File: src/pp_pkg.sv
// Operand store package
// Sizes, vector types and the fill FSM encoding shared by the
// ping-pong controller and the west/north operand buffers
package pp_pkg;

    // Slices per host word and bits per slice
    localparam int TOTAL_MODULES = 4;
    localparam int SLICE_WIDTH   = 8;

    // Bank depth, 16 entries
    localparam int ADDR_WIDTH    = 4;

    // Host beats needed to fill one bank
    localparam int FILL_BEATS    = 4;

    // Inner-dimension steps per output column
    // Also one west row region and one north column region
    localparam int INNER_BLOCKS  = 8;

    // Output columns held in one bank
    localparam int COL_Y         = 2;

    // One bank entry
    typedef logic [SLICE_WIDTH-1:0] slice_t;

    // Full host word, all slices side by side
    typedef logic [TOTAL_MODULES*SLICE_WIDTH-1:0] word_t;

    // Bank address
    typedef logic [ADDR_WIDTH-1:0] addr_t;

    // Slice position inside a word
    typedef logic [1:0] slice_idx_t;

    // Fill side FSM
    typedef enum logic [1:0] {
        FILL_IDLE,      // waiting for a host beat
        FILL_SLICE,     // writing the slices of the held beat
        FILL_WAIT_SWAP  // write bank full, waiting for the read bank
    } ctrl_state_e;

endpackage
File: src/pp_bank_if.sv
// Control bundle of one operand bank
// Carries enables, write strobes and addresses for both RAM ports
interface pp_bank_if
    import pp_pkg::*;
();

    // Port enables
    logic  ena;
    logic  enb;

    // Port write strobes
    logic  wea;
    logic  web;

    // Port addresses
    addr_t addra;
    addr_t addrb;

    // Controller side
    modport ctrl (
        output ena, enb, wea, web, addra, addrb
    );

    // Bank side
    modport mem (
        input  ena, enb, wea, web, addra, addrb
    );

endinterface

File: src/pp_subsystem_top.sv
// Double-buffered operand store in front of the systolic array
// Controller plus west and north ping-pong buffers, linked by four bank bundles
module pp_subsystem_top
    import pp_pkg::*;
(
    input  logic   clk,
    input  logic   rst_n,
    input  logic   in_valid,
    input  word_t  w_word,
    input  word_t  n_word,
    input  logic   systolic_finish,
    input  logic   acc_done,
    output logic   in_ready,
    output logic   enable_matmul,
    output logic   rd_valid,
    output slice_t w_row0_slice,
    output slice_t w_row1_slice,
    output slice_t n_slice
);

    slice_idx_t slicing_idx;
    logic       wr_en;
    logic       rd_bank;
    word_t      w_word_q;
    word_t      n_word_q;

    // One bundle per physical bank
    pp_bank_if w_bank0_if ();
    pp_bank_if w_bank1_if ();
    pp_bank_if n_bank0_if ();
    pp_bank_if n_bank1_if ();

    ping_pong_ctrl u_ping_pong_ctrl (
        .clk             (clk),
        .rst_n           (rst_n),
        .in_valid        (in_valid),
        .w_word          (w_word),
        .n_word          (n_word),
        .systolic_finish (systolic_finish),
        .acc_done        (acc_done),
        .in_ready        (in_ready),
        .enable_matmul   (enable_matmul),
        .rd_valid        (rd_valid),
        .slicing_idx     (slicing_idx),
        .wr_en           (wr_en),
        .rd_bank         (rd_bank),
        .w_word_q        (w_word_q),
        .n_word_q        (n_word_q),
        .w_bank0         (w_bank0_if.ctrl),
        .w_bank1         (w_bank1_if.ctrl),
        .n_bank0         (n_bank0_if.ctrl),
        .n_bank1         (n_bank1_if.ctrl)
    );

    pp_buffer_west u_pp_buffer_west (
        .clk          (clk),
        .w_word_q     (w_word_q),
        .slicing_idx  (slicing_idx),
        .wr_en        (wr_en),
        .rd_bank      (rd_bank),
        .bank0        (w_bank0_if.mem),
        .bank1        (w_bank1_if.mem),
        .w_row0_slice (w_row0_slice),
        .w_row1_slice (w_row1_slice)
    );

    pp_buffer_north u_pp_buffer_north (
        .clk         (clk),
        .n_word_q    (n_word_q),
        .slicing_idx (slicing_idx),
        .wr_en       (wr_en),
        .rd_bank     (rd_bank),
        .bank0       (n_bank0_if.mem),
        .bank1       (n_bank1_if.mem),
        .n_slice     (n_slice)
    );

endmodule

File: src/ping_pong_ctrl.sv
// Ping-pong controller for the west and north operand buffers
// Slices each host beat into the write bank, generates read addresses
// for the systolic array and swaps banks when both sides are done
module ping_pong_ctrl
    import pp_pkg::*;
(
    input  logic       clk,
    input  logic       rst_n,
    input  logic       in_valid,
    input  word_t      w_word,
    input  word_t      n_word,
    input  logic       systolic_finish,
    input  logic       acc_done,
    output logic       in_ready,
    output logic       enable_matmul,
    output logic       rd_valid,
    output slice_idx_t slicing_idx,
    output logic       wr_en,
    output logic       rd_bank,
    output word_t      w_word_q,
    output word_t      n_word_q,
    pp_bank_if.ctrl    w_bank0,
    pp_bank_if.ctrl    w_bank1,
    pp_bank_if.ctrl    n_bank0,
    pp_bank_if.ctrl    n_bank1
);

    ctrl_state_e state;
    ctrl_state_e state_n;

    // Bank roles, wr_bank is written, the other one is read
    logic       wr_bank;
    // Per bank, holds data not yet consumed by the array
    logic [1:0] loaded;

    logic [$clog2(FILL_BEATS)-1:0]   beat_cnt;
    logic [$clog2(INNER_BLOCKS)-1:0] step_cnt;
    logic [$clog2(COL_Y)-1:0]        col_cnt;

    logic  accept;
    logic  swap;
    logic  wr_row;
    addr_t wr_addr;

    // Read pipeline, address stage then data stage
    logic  rd_fire;
    logic  rd_en_q;
    addr_t w_rd_addr_a;
    addr_t w_rd_addr_b;
    addr_t n_rd_addr;

    logic  acc_done_d;
    logic  acc_rise;
    logic  col_adv;
    logic  rd_release;

    assign rd_bank       = ~wr_bank;
    assign enable_matmul = loaded[rd_bank];

    assign accept = (state == FILL_IDLE) && in_valid && in_ready;
    assign wr_en  = (state == FILL_SLICE);
    // Filled write bank moves over once the read bank is consumed
    assign swap   = (state == FILL_WAIT_SWAP) && !loaded[rd_bank];

    // Address 4*beat + slice; upper half of the west bank is row 1
    assign wr_addr = addr_t'({beat_cnt, slicing_idx});
    assign wr_row  = wr_addr[ADDR_WIDTH-1];

    always_comb begin
        state_n = state;
        case (state)
            FILL_IDLE: begin
                if (accept) begin
                    state_n = FILL_SLICE;
                end
            end
            FILL_SLICE: begin
                if (int'(slicing_idx) == TOTAL_MODULES - 1) begin
                    if (int'(beat_cnt) == FILL_BEATS - 1) begin
                        state_n = FILL_WAIT_SWAP;
                    end else begin
                        state_n = FILL_IDLE;
                    end
                end
            end
            FILL_WAIT_SWAP: begin
                if (swap) begin
                    state_n = FILL_IDLE;
                end
            end
            default: state_n = FILL_IDLE;
        endcase
    end

    // Fill side and bank roles
    always_ff @(posedge clk) begin
        if (!rst_n) begin
            state       <= FILL_IDLE;
            in_ready    <= 1'b0;
            slicing_idx <= '0;
            beat_cnt    <= '0;
            wr_bank     <= 1'b0;
            loaded      <= 2'b00;
        end else begin
            state    <= state_n;
            // Registered, so back-pressure holds through the whole wait
            in_ready <= (state_n == FILL_IDLE);
            if (state == FILL_SLICE) begin
                if (int'(slicing_idx) == TOTAL_MODULES - 1) begin
                    slicing_idx <= '0;
                    if (int'(beat_cnt) == FILL_BEATS - 1) begin
                        beat_cnt <= '0;
                    end else begin
                        beat_cnt <= beat_cnt + 1'b1;
                    end
                end else begin
                    slicing_idx <= slicing_idx + 1'b1;
                end
            end
            if (swap) begin
                wr_bank         <= ~wr_bank;
                loaded[wr_bank] <= 1'b1;
            end
            // Never in the same cycle as a swap, the read bank is loaded here
            if (rd_release) begin
                loaded[rd_bank] <= 1'b0;
            end
        end
    end

    // Hold the accepted beat for its slice cycles
    always_ff @(posedge clk) begin
        if (accept) begin
            w_word_q <= w_word;
            n_word_q <= n_word;
        end
    end

    assign rd_fire    = systolic_finish && enable_matmul;
    assign acc_rise   = acc_done && !acc_done_d;
    assign col_adv    = acc_rise && enable_matmul;
    assign rd_release = col_adv && (int'(col_cnt) == COL_Y - 1);

    // Read side counters and strobes
    always_ff @(posedge clk) begin
        if (!rst_n) begin
            rd_en_q    <= 1'b0;
            rd_valid   <= 1'b0;
            step_cnt   <= '0;
            col_cnt    <= '0;
            acc_done_d <= 1'b0;
        end else begin
            acc_done_d <= acc_done;
            rd_en_q    <= rd_fire;
            rd_valid   <= rd_en_q;
            if (rd_fire) begin
                if (int'(step_cnt) == INNER_BLOCKS - 1) begin
                    step_cnt <= '0;
                end else begin
                    step_cnt <= step_cnt + 1'b1;
                end
            end
            if (col_adv) begin
                if (int'(col_cnt) == COL_Y - 1) begin
                    col_cnt <= '0;
                end else begin
                    col_cnt <= col_cnt + 1'b1;
                end
            end
        end
    end

    // Step s of column c, row 0 at s, row 1 at 8 + s, north at 8*c + s
    always_ff @(posedge clk) begin
        if (rd_fire) begin
            w_rd_addr_a <= addr_t'(step_cnt);
            w_rd_addr_b <= addr_t'(INNER_BLOCKS + int'(step_cnt));
            n_rd_addr   <= addr_t'(INNER_BLOCKS * int'(col_cnt) + int'(step_cnt));
        end
    end

    // West banks, row 0 written on port A, row 1 on port B
    assign w_bank0.wea   = wr_en && !wr_bank && !wr_row;
    assign w_bank0.web   = wr_en && !wr_bank && wr_row;
    assign w_bank0.ena   = (wr_en && !wr_bank && !wr_row) || (wr_bank && rd_en_q);
    assign w_bank0.enb   = (wr_en && !wr_bank && wr_row) || (wr_bank && rd_en_q);
    assign w_bank0.addra = wr_bank ? w_rd_addr_a : wr_addr;
    assign w_bank0.addrb = wr_bank ? w_rd_addr_b : wr_addr;

    assign w_bank1.wea   = wr_en && wr_bank && !wr_row;
    assign w_bank1.web   = wr_en && wr_bank && wr_row;
    assign w_bank1.ena   = (wr_en && wr_bank && !wr_row) || (!wr_bank && rd_en_q);
    assign w_bank1.enb   = (wr_en && wr_bank && wr_row) || (!wr_bank && rd_en_q);
    assign w_bank1.addra = wr_bank ? wr_addr : w_rd_addr_a;
    assign w_bank1.addrb = wr_bank ? wr_addr : w_rd_addr_b;

    // North banks, port A writes only, port B reads only
    assign n_bank0.wea   = wr_en && !wr_bank;
    assign n_bank0.web   = 1'b0;
    assign n_bank0.ena   = wr_en && !wr_bank;
    assign n_bank0.enb   = wr_bank && rd_en_q;
    assign n_bank0.addra = wr_addr;
    assign n_bank0.addrb = n_rd_addr;

    assign n_bank1.wea   = wr_en && wr_bank;
    assign n_bank1.web   = 1'b0;
    assign n_bank1.ena   = wr_en && wr_bank;
    assign n_bank1.enb   = !wr_bank && rd_en_q;
    assign n_bank1.addra = wr_addr;
    assign n_bank1.addrb = n_rd_addr;

    // Host may only present a beat while ready
    assert property (@(posedge clk) disable iff (!rst_n) in_valid |-> in_ready)
        else $error("ping_pong_ctrl: in_valid while in_ready is low");

    // A slice write must never hit a bank still holding data for the array
    assert property (@(posedge clk) disable iff (!rst_n) wr_en |-> !loaded[wr_bank])
        else $error("ping_pong_ctrl: write into a bank that is being read");

endmodule

File: src/pp_buffer_north.sv
// North (B-matrix) operand buffer
// Two banks; port A only writes, port B only reads
// Column c occupies addresses c*INNER_BLOCKS upward
module pp_buffer_north
    import pp_pkg::*;
(
    input  logic       clk,
    input  word_t      n_word_q,
    input  slice_idx_t slicing_idx,
    input  logic       wr_en,
    input  logic       rd_bank,
    pp_bank_if.mem     bank0,
    pp_bank_if.mem     bank1,
    output slice_t     n_slice
);

    slice_t wr_slice;
    slice_t doutb [2];
    logic   rd_bank_q;

    // Same slice order as the west buffer
    assign wr_slice = n_word_q[slicing_idx*SLICE_WIDTH +: SLICE_WIDTH];

    // Port B write strobe tied off, web from the bundle is not used
    dual_port_bram u_bank0 (
        .clk   (clk),
        .ena   (bank0.ena),
        .enb   (bank0.enb),
        .wea   (bank0.wea && wr_en),
        .web   (1'b0),
        .addra (bank0.addra),
        .addrb (bank0.addrb),
        .dina  (wr_slice),
        .dinb  (wr_slice),
        .douta (),
        .doutb (doutb[0])
    );

    dual_port_bram u_bank1 (
        .clk   (clk),
        .ena   (bank1.ena),
        .enb   (bank1.enb),
        .wea   (bank1.wea && wr_en),
        .web   (1'b0),
        .addra (bank1.addra),
        .addrb (bank1.addrb),
        .dina  (wr_slice),
        .dinb  (wr_slice),
        .douta (),
        .doutb (doutb[1])
    );

    // Bank select follows the read by one cycle
    always_ff @(posedge clk) begin
        rd_bank_q <= rd_bank;
    end

    assign n_slice = doutb[rd_bank_q];

    // Port B is the read port, the controller must never request a write on it
    assert property (@(posedge clk) !(bank0.web || bank1.web))
        else $error("pp_buffer_north: write requested on read port B");

endmodule

File: src/pp_buffer_west.sv
// West (A-matrix) operand buffer
// Two banks; row 0 lives on port A, row 1 on port B
// Read data is selected by the bank that was addressed one cycle earlier
module pp_buffer_west
    import pp_pkg::*;
(
    input  logic       clk,
    input  word_t      w_word_q,
    input  slice_idx_t slicing_idx,
    input  logic       wr_en,
    input  logic       rd_bank,
    pp_bank_if.mem     bank0,
    pp_bank_if.mem     bank1,
    output slice_t     w_row0_slice,
    output slice_t     w_row1_slice
);

    slice_t wr_slice;
    slice_t douta [2];
    slice_t doutb [2];
    logic   rd_bank_q;

    // Slice k sits at bits k*SLICE_WIDTH upward
    assign wr_slice = w_word_q[slicing_idx*SLICE_WIDTH +: SLICE_WIDTH];

    // Writes only land in a slice cycle
    dual_port_bram u_bank0 (
        .clk   (clk),
        .ena   (bank0.ena),
        .enb   (bank0.enb),
        .wea   (bank0.wea && wr_en),
        .web   (bank0.web && wr_en),
        .addra (bank0.addra),
        .addrb (bank0.addrb),
        .dina  (wr_slice),
        .dinb  (wr_slice),
        .douta (douta[0]),
        .doutb (doutb[0])
    );

    dual_port_bram u_bank1 (
        .clk   (clk),
        .ena   (bank1.ena),
        .enb   (bank1.enb),
        .wea   (bank1.wea && wr_en),
        .web   (bank1.web && wr_en),
        .addra (bank1.addra),
        .addrb (bank1.addrb),
        .dina  (wr_slice),
        .dinb  (wr_slice),
        .douta (douta[1]),
        .doutb (doutb[1])
    );

    // Align the bank select with the registered RAM read
    always_ff @(posedge clk) begin
        rd_bank_q <= rd_bank;
    end

    assign w_row0_slice = douta[rd_bank_q];
    assign w_row1_slice = doutb[rd_bank_q];

endmodule

File: src/dual_port_bram.sv
// True dual-port RAM, one slice per entry
// Each port writes or reads; reads are registered, write-first
module dual_port_bram
    import pp_pkg::*;
(
    input  logic   clk,
    input  logic   ena,
    input  logic   enb,
    input  logic   wea,
    input  logic   web,
    input  addr_t  addra,
    input  addr_t  addrb,
    input  slice_t dina,
    input  slice_t dinb,
    output slice_t douta,
    output slice_t doutb
);

    slice_t mem [2**ADDR_WIDTH];

    always_ff @(posedge clk) begin
        // Port A
        if (ena) begin
            if (wea) begin
                mem[addra] <= dina;
                // Write-first, new data shows on the output
                douta      <= dina;
            end else begin
                douta <= mem[addra];
            end
        end
        // Port B
        if (enb) begin
            if (web) begin
                mem[addrb] <= dinb;
                doutb      <= dinb;
            end else begin
                doutb <= mem[addrb];
            end
        end
    end

    // Both ports writing one entry in the same cycle leaves it undefined
    assert property (@(posedge clk) (ena && wea && enb && web) |-> (addra != addrb))
        else $error("dual_port_bram: write collision at address %0d", addra);

endmodule

File: config.mk
export PLATFORM = sky130hd
export DESIGN_NAME = pp_subsystem_top
export DESIGN_NICKNAME = d
export VERILOG_FILES = /design/src/pp_pkg.sv /design/src/pp_bank_if.sv /design/src/pp_subsystem_top.sv /design/src/ping_pong_ctrl.sv /design/src/pp_buffer_north.sv /design/src/pp_buffer_west.sv /design/src/dual_port_bram.sv
export SDC_FILE = /design/constraint.sdc
export NUM_CORES = 1
export LEC_CHECK = 0
export BUFFER_PORTS_ARGS = -buffer_cell sky130_fd_sc_hd__buf_2
export CAP_MARGIN = 40
export CORE_ASPECT_RATIO = 0.8
export CORE_UTILIZATION = 56
export DETAILED_ROUTE_END_ITERATION = 10
export HOLD_SLACK_MARGIN = 0.08
export PLACE_DENSITY = 0.78
export SLEW_MARGIN = 15
export SYNTH_ARGS = -nofsm -noshare
export SYNTH_HDL_FRONTEND = slang
export SYNTH_SLANG_ARGS = --single-unit
export TNS_END_PERCENT = 50
File: constraint.sdc
create_clock -name clk -period 5.5 [get_ports clk]
set_input_delay 0.825 -clock clk [delete_from_list [all_inputs] [get_ports clk]]
set_output_delay 0.825 -clock clk [all_outputs]
set_load 0.1 [all_outputs]
==> metrics.cfg, run 1 <==
[drt]
final_antenna_net_count=0
drt_iter0_markers=2363
wl_met2_um=29100
dr.pass1.iters=6
wl_met3_um=8900
top_layer=met5
wl_per_cell_um=29.1
wl_met1_um=26800
route.detailed.drc=0
drt_wl_total_um=66500
dr_total_vias=15500
vias_per_cell=6.80

[layout]
nNetsFinal=1702
drive_gt1_frac=0.235
syn_to_final_growth_pct=11.8

[critical_path]
path_max_fanout=41
cp-end-kind=output port
crit_buf_inv=3
r2r_end=u_pp_buffer_west.u_bank0.doutb[3]$_DFFE_PP_
reg2reg_depth=7
path_cells=buf_4, mux2i_1, inv_1, buf_2
critPathRequiredTime_ns=4.68
critical-path-max-stage-delay_ns=0.70
worstSetupPathType=reg2out
rrSetupSlack_ns=2.16
start_kind=register
r2r_start=u_ping_pong_ctrl.slicing_idx[0]$_SDFFE_PN0N_
slowest_stage=dfxtp_4
cp_top_family=buffers and inverters
cp_data_arrival_time_ns=2.77

[timing]
holdWs_ns=0.377
fin_ws_ns=1.90
worst_pin_slew_ns=0.908
fin_crit_ns=3.60
fin_crit_sh=0.654
tns_ns=0
rsz0062_at_grt=no
finalSetupViolCount=0
finalHoldViolCount=0
slew_viol_final=0
clock_skew_ns=0.0285
max_freq_mhz=278
slew_headroom=0.394

[clock_tree]
ctsHtreeMaxLevel=2
clkSinkCount=646
root_buffer=clkbuf_16
cts_resized=0
cts.path.max_buffers=3
cts.clk_slew.worst_paths_ns=0.06
tritoncts.num_buffers=58
worstSkewPairLatency_ns=0.64
cts_tree=yes
ctsHoldBuffers=0
cts_setup_buffers=0

[floorplan]
start_util=0.573
ios=96
die_h_um=196
num_rows=70
dieArea_um2=48100
die_width_um=245
core_area_um2=46200

[yosys]
yosys.area.top_type=edfxtp_1
synthFlopType=edfxtp_1
synthTopCellsByArea=edfxtp_1 (71%), mux4_2 (8.2%), mux2i_1 (1.7%)
syn-cell-area_um2=26400
ys_warn_count=0
synth.avg_cell_area_um2=17.6
yosysUniqueCellTypes=70
async_flop_share=0
syn_nets=1583
synth-edff-count=628
synthCells=1503
ys_ff_latch=646
seq_area_frac_synth=0.727
synth_top_cell_area_share=0.713

[min_path]
min_delay_path_depth=1
hp-class=in2reg
worstHoldStart=w_word[5]
holdPathEnd=u_ping_pong_ctrl.w_word_q[5]$_DFFE_PP_

[placed_design]
port_buffers=95
place_hpwl_um=42100
dp_slack_ns=2.32
gp_congestion=0.940

[run_status]
status=finished, final reports clean

[pwr]
clkPwrFrac=0.402
power.density_nw_per_um2=335
finalPower_uw=9890
power.switching_uw=2070
swShare=0.209
vdd_drop_max_v=0.000260
internal_power_uw=7830
combPwrFrac=0.039
power.share.sequential=0.559
power.leakage_uw=0.00963

[global_route]
grt_usage=0.280
first_global_vias=15200
grt_pass1_wl_um=97900
grt-ovfl-total=0
antenna_found_initial=1
grt_max_degree=72

[job]
maxCapViolCount=0

layer usage:
layer  track usage  up-vias
li1              -     6423
met1         0.416     7808
met2         0.403     1156
met3        0.0840      153
met4        0.0796        2
met5             0        -
state kept, by name, summed over array words and instances (netlist names), 4 cells and up:
name / flops
u_pp_buffer_north.u_bank0.doutb: 8
u_ping_pong_ctrl.n_bank0.addrb: 4
u_pp_buffer_west.u_bank1.douta: 8
u_pp_buffer_west.u_bank1.mem: 128
u_pp_buffer_west.u_bank0.mem: 128
u_pp_buffer_west.u_bank1.doutb: 8
u_pp_buffer_west.u_bank0.doutb: 8
u_pp_buffer_north.u_bank1.mem: 128
u_ping_pong_ctrl.n_word_q: 32
u_ping_pong_ctrl.w_word_q: 32
u_pp_buffer_north.u_bank0.mem: 128
u_pp_buffer_north.u_bank1.doutb: 8
u_pp_buffer_west.u_bank0.douta: 8
power by group through the flow:
stage / Combinational, uW / Clock, uW / Sequential, uW
6_report: 384 / 3980 / 5530
5_1_grt: 407 / 4200 / 5530
4_1_cts: 369 / 4030 / 5530
3_5_place_dp: 367 / 0 / 5640
3_3_place_gp: 350 / 0 / 5630
2_1_floorplan: 213 / 0 / 5620
Yosys cell counts (12+ instances only):
| library cell | instances |
|---|---|
| dfxtp_1 | 18 |
| edfxtp_1 | 628 |
| a22o_1 | 19 |
| a22oi_1 | 31 |
| buf_6 | 12 |
| and3_1 | 33 |
| buf_2 | 36 |
| clkbuf_1 | 24 |
| nand2b_1 | 16 |
| o22ai_1 | 15 |
| buf_4 | 15 |
| mux2i_1 | 44 |
| mux4_2 | 96 |
| a222oi_1 | 15 |
| inv_1 | 13 |
| nor3_1 | 24 |
| nor2_1 | 84 |
| a21oi_1 | 47 |
| nand2_1 | 80 |
| a221oi_1 | 36 |
| o21ai_0 | 17 |
| nand3_1 | 17 |
| mux2_2 | 33 |
cell type report:
cell class | count | area, um2
Clock buffer | 77 | 1550
Fill cell | 3117 | 16600
Inverter | 14 | 52.6
Sequential cell | 646 | 19200
Clock inverter | 31 | 297
Antenna cell | 2 | 5.00
Timing Repair Buffer | 152 | 997
Tap cell | 612 | 766
Multi-Input combinational cell | 750 | 6680
metrics by stage:
step | cell area (um2) | instances | util
floorplan | 26500 | 1503 | -
global placement | 27400 | 2147 | 0.594
detailed placement | 27600 | 2167 | 0.599
CTS | 29500 | 2275 | 0.639
global route | 29600 | 2282 | 0.641
finish | 29600 | 2284 | 0.641
worst max-delay path by stage:
stage / start / endpoint / slack [ns] / depth (start not counted)
2_1_floorplan: u_ping_pong_ctrl.in_ready$_SDFF_PN0_ / u_ping_pong_ctrl.n_word_q[0]$_DFFE_PP_ / 1.39 / 2
3_3_place_gp: u_ping_pong_ctrl.wr_bank$_SDFFE_PN0P_ / u_pp_buffer_west.u_bank1.mem[2][3]$_DFFE_PP_ / 2.18 / 4
3_5_place_dp: u_ping_pong_ctrl.slicing_idx[0]$_SDFFE_PN0N_ / u_pp_buffer_west.u_bank0.doutb[0]$_DFFE_PP_ / 2.32 / 7
4_1_cts: u_ping_pong_ctrl.wr_bank$_SDFFE_PN0P_ / enable_matmul / 1.94 / 4
5_1_grt: u_ping_pong_ctrl.wr_bank$_SDFFE_PN0P_ / enable_matmul / 1.84 / 4
6_report: u_ping_pong_ctrl.wr_bank$_SDFFE_PN0P_ / enable_matmul / 1.90 / 4
placed cells by master (no fill, tap or decap), types with 5 or more instances in the layout:
cell type	n
clkinv_1	9
nor2_1	84
a221oi_2	7
inv_1	13
bufinv_16	5
a221o_1	8
mux2_2	33
a21o_1	9
a21oi_1	47
nand3_1	17
nand2_1	80
nor3_2	6
a2bb2oi_1	10
a211oi_1	6
nand2b_1	16
nor3_1	17
a22oi_1	31
nor2b_1	8
a31oi_1	5
mux2i_1	44
o21ai_0	17
clkbuf_1	16
dfxtp_1	15
o221ai_1	5
a32oi_1	6
mux4_2	96
o22ai_1	15
buf_4	47
a22o_1	19
a221oi_1	36
clkbuf_16	58
o211ai_1	11
and2_1	8
buf_2	96
ha_1	11
and3_1	33
edfxtp_1	628
clkinv_2	11
a222oi_1	15
cells by family after synthesis:
logic type	share of synthesized area
flops	0.727
simple gates	0.0529
compound gates	0.0800
mux	0.112
buf+inv	0.0225
fa+ha+maj	0.00520
xor+xnor	0.000331
Power figures use the tool's default switching activity.
==> run 2, diff against run 1 <==
Clock period 5.5 ns to 3 ns, I/O delays scaled along.
==> metrics.cfg, run 2 (synthesis gave the netlist of run 1 again) <==
[drt]
final_antenna_net_count=0  ; unchanged
dr_total_vias=16000  ; +2.6%
route.detailed.drc=0  ; unchanged
dr.pass1.iters=8  ; +2
vias_per_cell=6.58  ; -3.3%
drt_iter0_markers=2392  ; +1.2%
wl_per_cell_um=28.6  ; -1.7%
drt_wl_total_um=69300  ; +4.3%

[layout]
fillerInstances=3017  ; -3.2%
n_antenna_cell=0  ; -2
regArea_um2=19200  ; about the same
layout_common_cells=edfxtp_1 (628), buf_4 (123), mux4_2 (96)
mostFrequentLayoutCell=edfxtp_1
drive_gt1_frac=0.252  ; +0.0170
syn_to_final_growth_pct=16.1
final_cells=2423  ; +6.1%
multi_input_area_um2=6650  ; -0.45%
nNetsFinal=1842  ; +8.2%

[pwr]
power.density_nw_per_um2=593  ; +77%
vdd_drop_max_v=0.000506  ; +95%
power.leakage_uw=0.0103  ; +6.4%
internal_power_uw=14400  ; +84%
power.share.sequential=0.556  ; -0.003
clkPwrFrac=0.399  ; -0.003
combPwrFrac=0.045  ; +0.006
power.switching_uw=3820  ; +85%
swShare=0.210  ; +0.000856

[timing]
fin_crit_sh=0.968
finalSetupViolCount=0  ; unchanged
fin_crit_ns=2.90
slew_headroom=0.480  ; +0.0854
holdWs_ns=0.263  ; -0.115 ns
worst_pin_slew_ns=0.774  ; -0.134 ns
finalHoldViolCount=0  ; unchanged
clock_skew_ns=0.0214  ; -0.00704 ns
fin_ws_ns=0.0954  ; -1.81 ns
rsz0062_at_grt=no
max_freq_mhz=344
tns_ns=0  ; unchanged
slew_viol_final=0  ; unchanged

[critical_path]
start_kind=register
cp_data_arrival_time_ns=3.23  ; +0.46 ns
worstSetupPathType=reg2reg
critPathRequiredTime_ns=3.32  ; -1.36 ns
crit_path_end=u_pp_buffer_west.u_bank0.douta[4]$_DFFE_PP_
cp-startpoint=u_ping_pong_ctrl.n_bank0.addrb[0]$_DFFE_PP_
rrSetupSlack_ns=0.1  ; -2.06 ns
r2r_end=u_pp_buffer_west.u_bank0.douta[4]$_DFFE_PP_
r2r_start=u_ping_pong_ctrl.n_bank0.addrb[0]$_DFFE_PP_
path_max_fanout=31  ; -24%
reg2reg_depth=6  ; -1
cp-end-kind=register

[placed_design]
dp_slack_ns=0.234  ; -2.08 ns
dpl.cell_count=2245  ; +3.6%
port_buffers=95  ; unchanged
place_hpwl_um=44100  ; +4.8%
gp_congestion=0.972  ; +3.4%

[global_route]
antenna_found_initial=1  ; unchanged
grt_usage=0.292  ; +0.0117
grt_pass1_wl_um=101000  ; +2.9%
grt_max_degree=67  ; -6.9%
grt-ovfl-total=0  ; unchanged
first_global_vias=15600  ; +2.6%

[clock_tree]
worstSkewPairLatency_ns=0.63  ; about the same
ctsHtreeMaxLevel=2  ; unchanged
root_buffer=clkbuf_16
tritoncts.num_buffers=60  ; +3.4%
cts.path.max_buffers=3  ; unchanged
clkSinkCount=646  ; unchanged
cts_tree=yes
cts.clk_slew.worst_paths_ns=0.06  ; about the same

[floorplan]
die_h_um=196  ; unchanged
start_util=0.573  ; unchanged
core_area_um2=46200  ; unchanged
dieArea_um2=48100  ; unchanged
die_width_um=245  ; unchanged
ios=96  ; unchanged
num_rows=70  ; unchanged

[min_path]
hp-class=in2reg

[run_status]
status=finished, final reports clean

[job]
maxCapViolCount=0  ; unchanged

-- run 2: area by class of cell --
cell class / count / share of cell area
Multi-Input combinational cell: 750 / 0.216
Clock buffer: 77 / 0.0523
Sequential cell: 646 / 0.626
Clock inverter: 34 / 0.00798
Timing Repair Buffer: 290 / 0.0706
Tap cell: 612 / 0.0249
Inverter: 14 / 0.00171
-- run 2: through the flow --
step	total power (uW)	utilization	instance area (um2)
after floorplan	10700	-	26500
final	18200	0.665	30700
after global routing	18600	0.665	30700
after detailed placement	11000	0.611	28200
after global placement	11000	0.611	28200
after CTS	18200	0.665	30700
-- run 2: power by group through the flow --
stage / sequential (uW) / combinational (uW) / clock (uW)
2_1_floorplan: 10300 / 391 / 0
3_3_place_gp: 10300 / 703 / 0
3_5_place_dp: 10300 / 726 / 0
4_1_cts: 10100 / 794 / 7300
5_1_grt: 10100 / 863 / 7630
6_report: 10100 / 824 / 7250
-- run 2: worst min path at each step --
stage | slack, ns | startpoint | endpoint | cells past startpoint
after detailed placement | 0.45 | u_ping_pong_ctrl.step_cnt[2]$_SDFFE_PN0P_ | u_ping_pong_ctrl.n_bank0.addrb[2]$_DFFE_PP_ | 0
after CTS | 0.21 | systolic_finish | u_ping_pong_ctrl.rd_en_q$_SDFF_PN0_ | 3
final | 0.26 | systolic_finish | u_ping_pong_ctrl.rd_en_q$_SDFF_PN0_ | 3
after global routing | 0.25 | systolic_finish | u_ping_pong_ctrl.rd_en_q$_SDFF_PN0_ | 3
after floorplan | 0.43 | u_ping_pong_ctrl.step_cnt[1]$_SDFFE_PN0P_ | u_ping_pong_ctrl.n_bank0.addrb[1]$_DFFE_PP_ | 0
after global placement | 0.44 | u_ping_pong_ctrl.step_cnt[2]$_SDFFE_PN0P_ | u_ping_pong_ctrl.n_bank0.addrb[2]$_DFFE_PP_ | 0
-- run 2: worst max-delay path: stages (launching register included) --
cell	delay [ns]
edfxtp_1	0.39
buf_12	0.24
and3b_4	0.26
or2_1	0.51
a22o_1	0.30
o31ai_1	0.59
o221ai_1	0.28
-- run 2: per-layer routing --
metal | vias to the layer above | part of all wire | track usage
met5 | - | 0.00019 | 0
met4 | 2 | 0.022 | 0.0771
met3 | 122 | 0.15 | 0.0989
met2 | 1196 | 0.43 | 0.414
met1 | 7952 | 0.39 | 0.434
li1 | 6680 | - | -
-- run 2: timing repair --
item                                   in CTS  in global routing
endpoints found under the hold margin      66                  0
buffers inserted                            0                  0
gates resized for setup                     0                  0
hold buffers                               67                  0
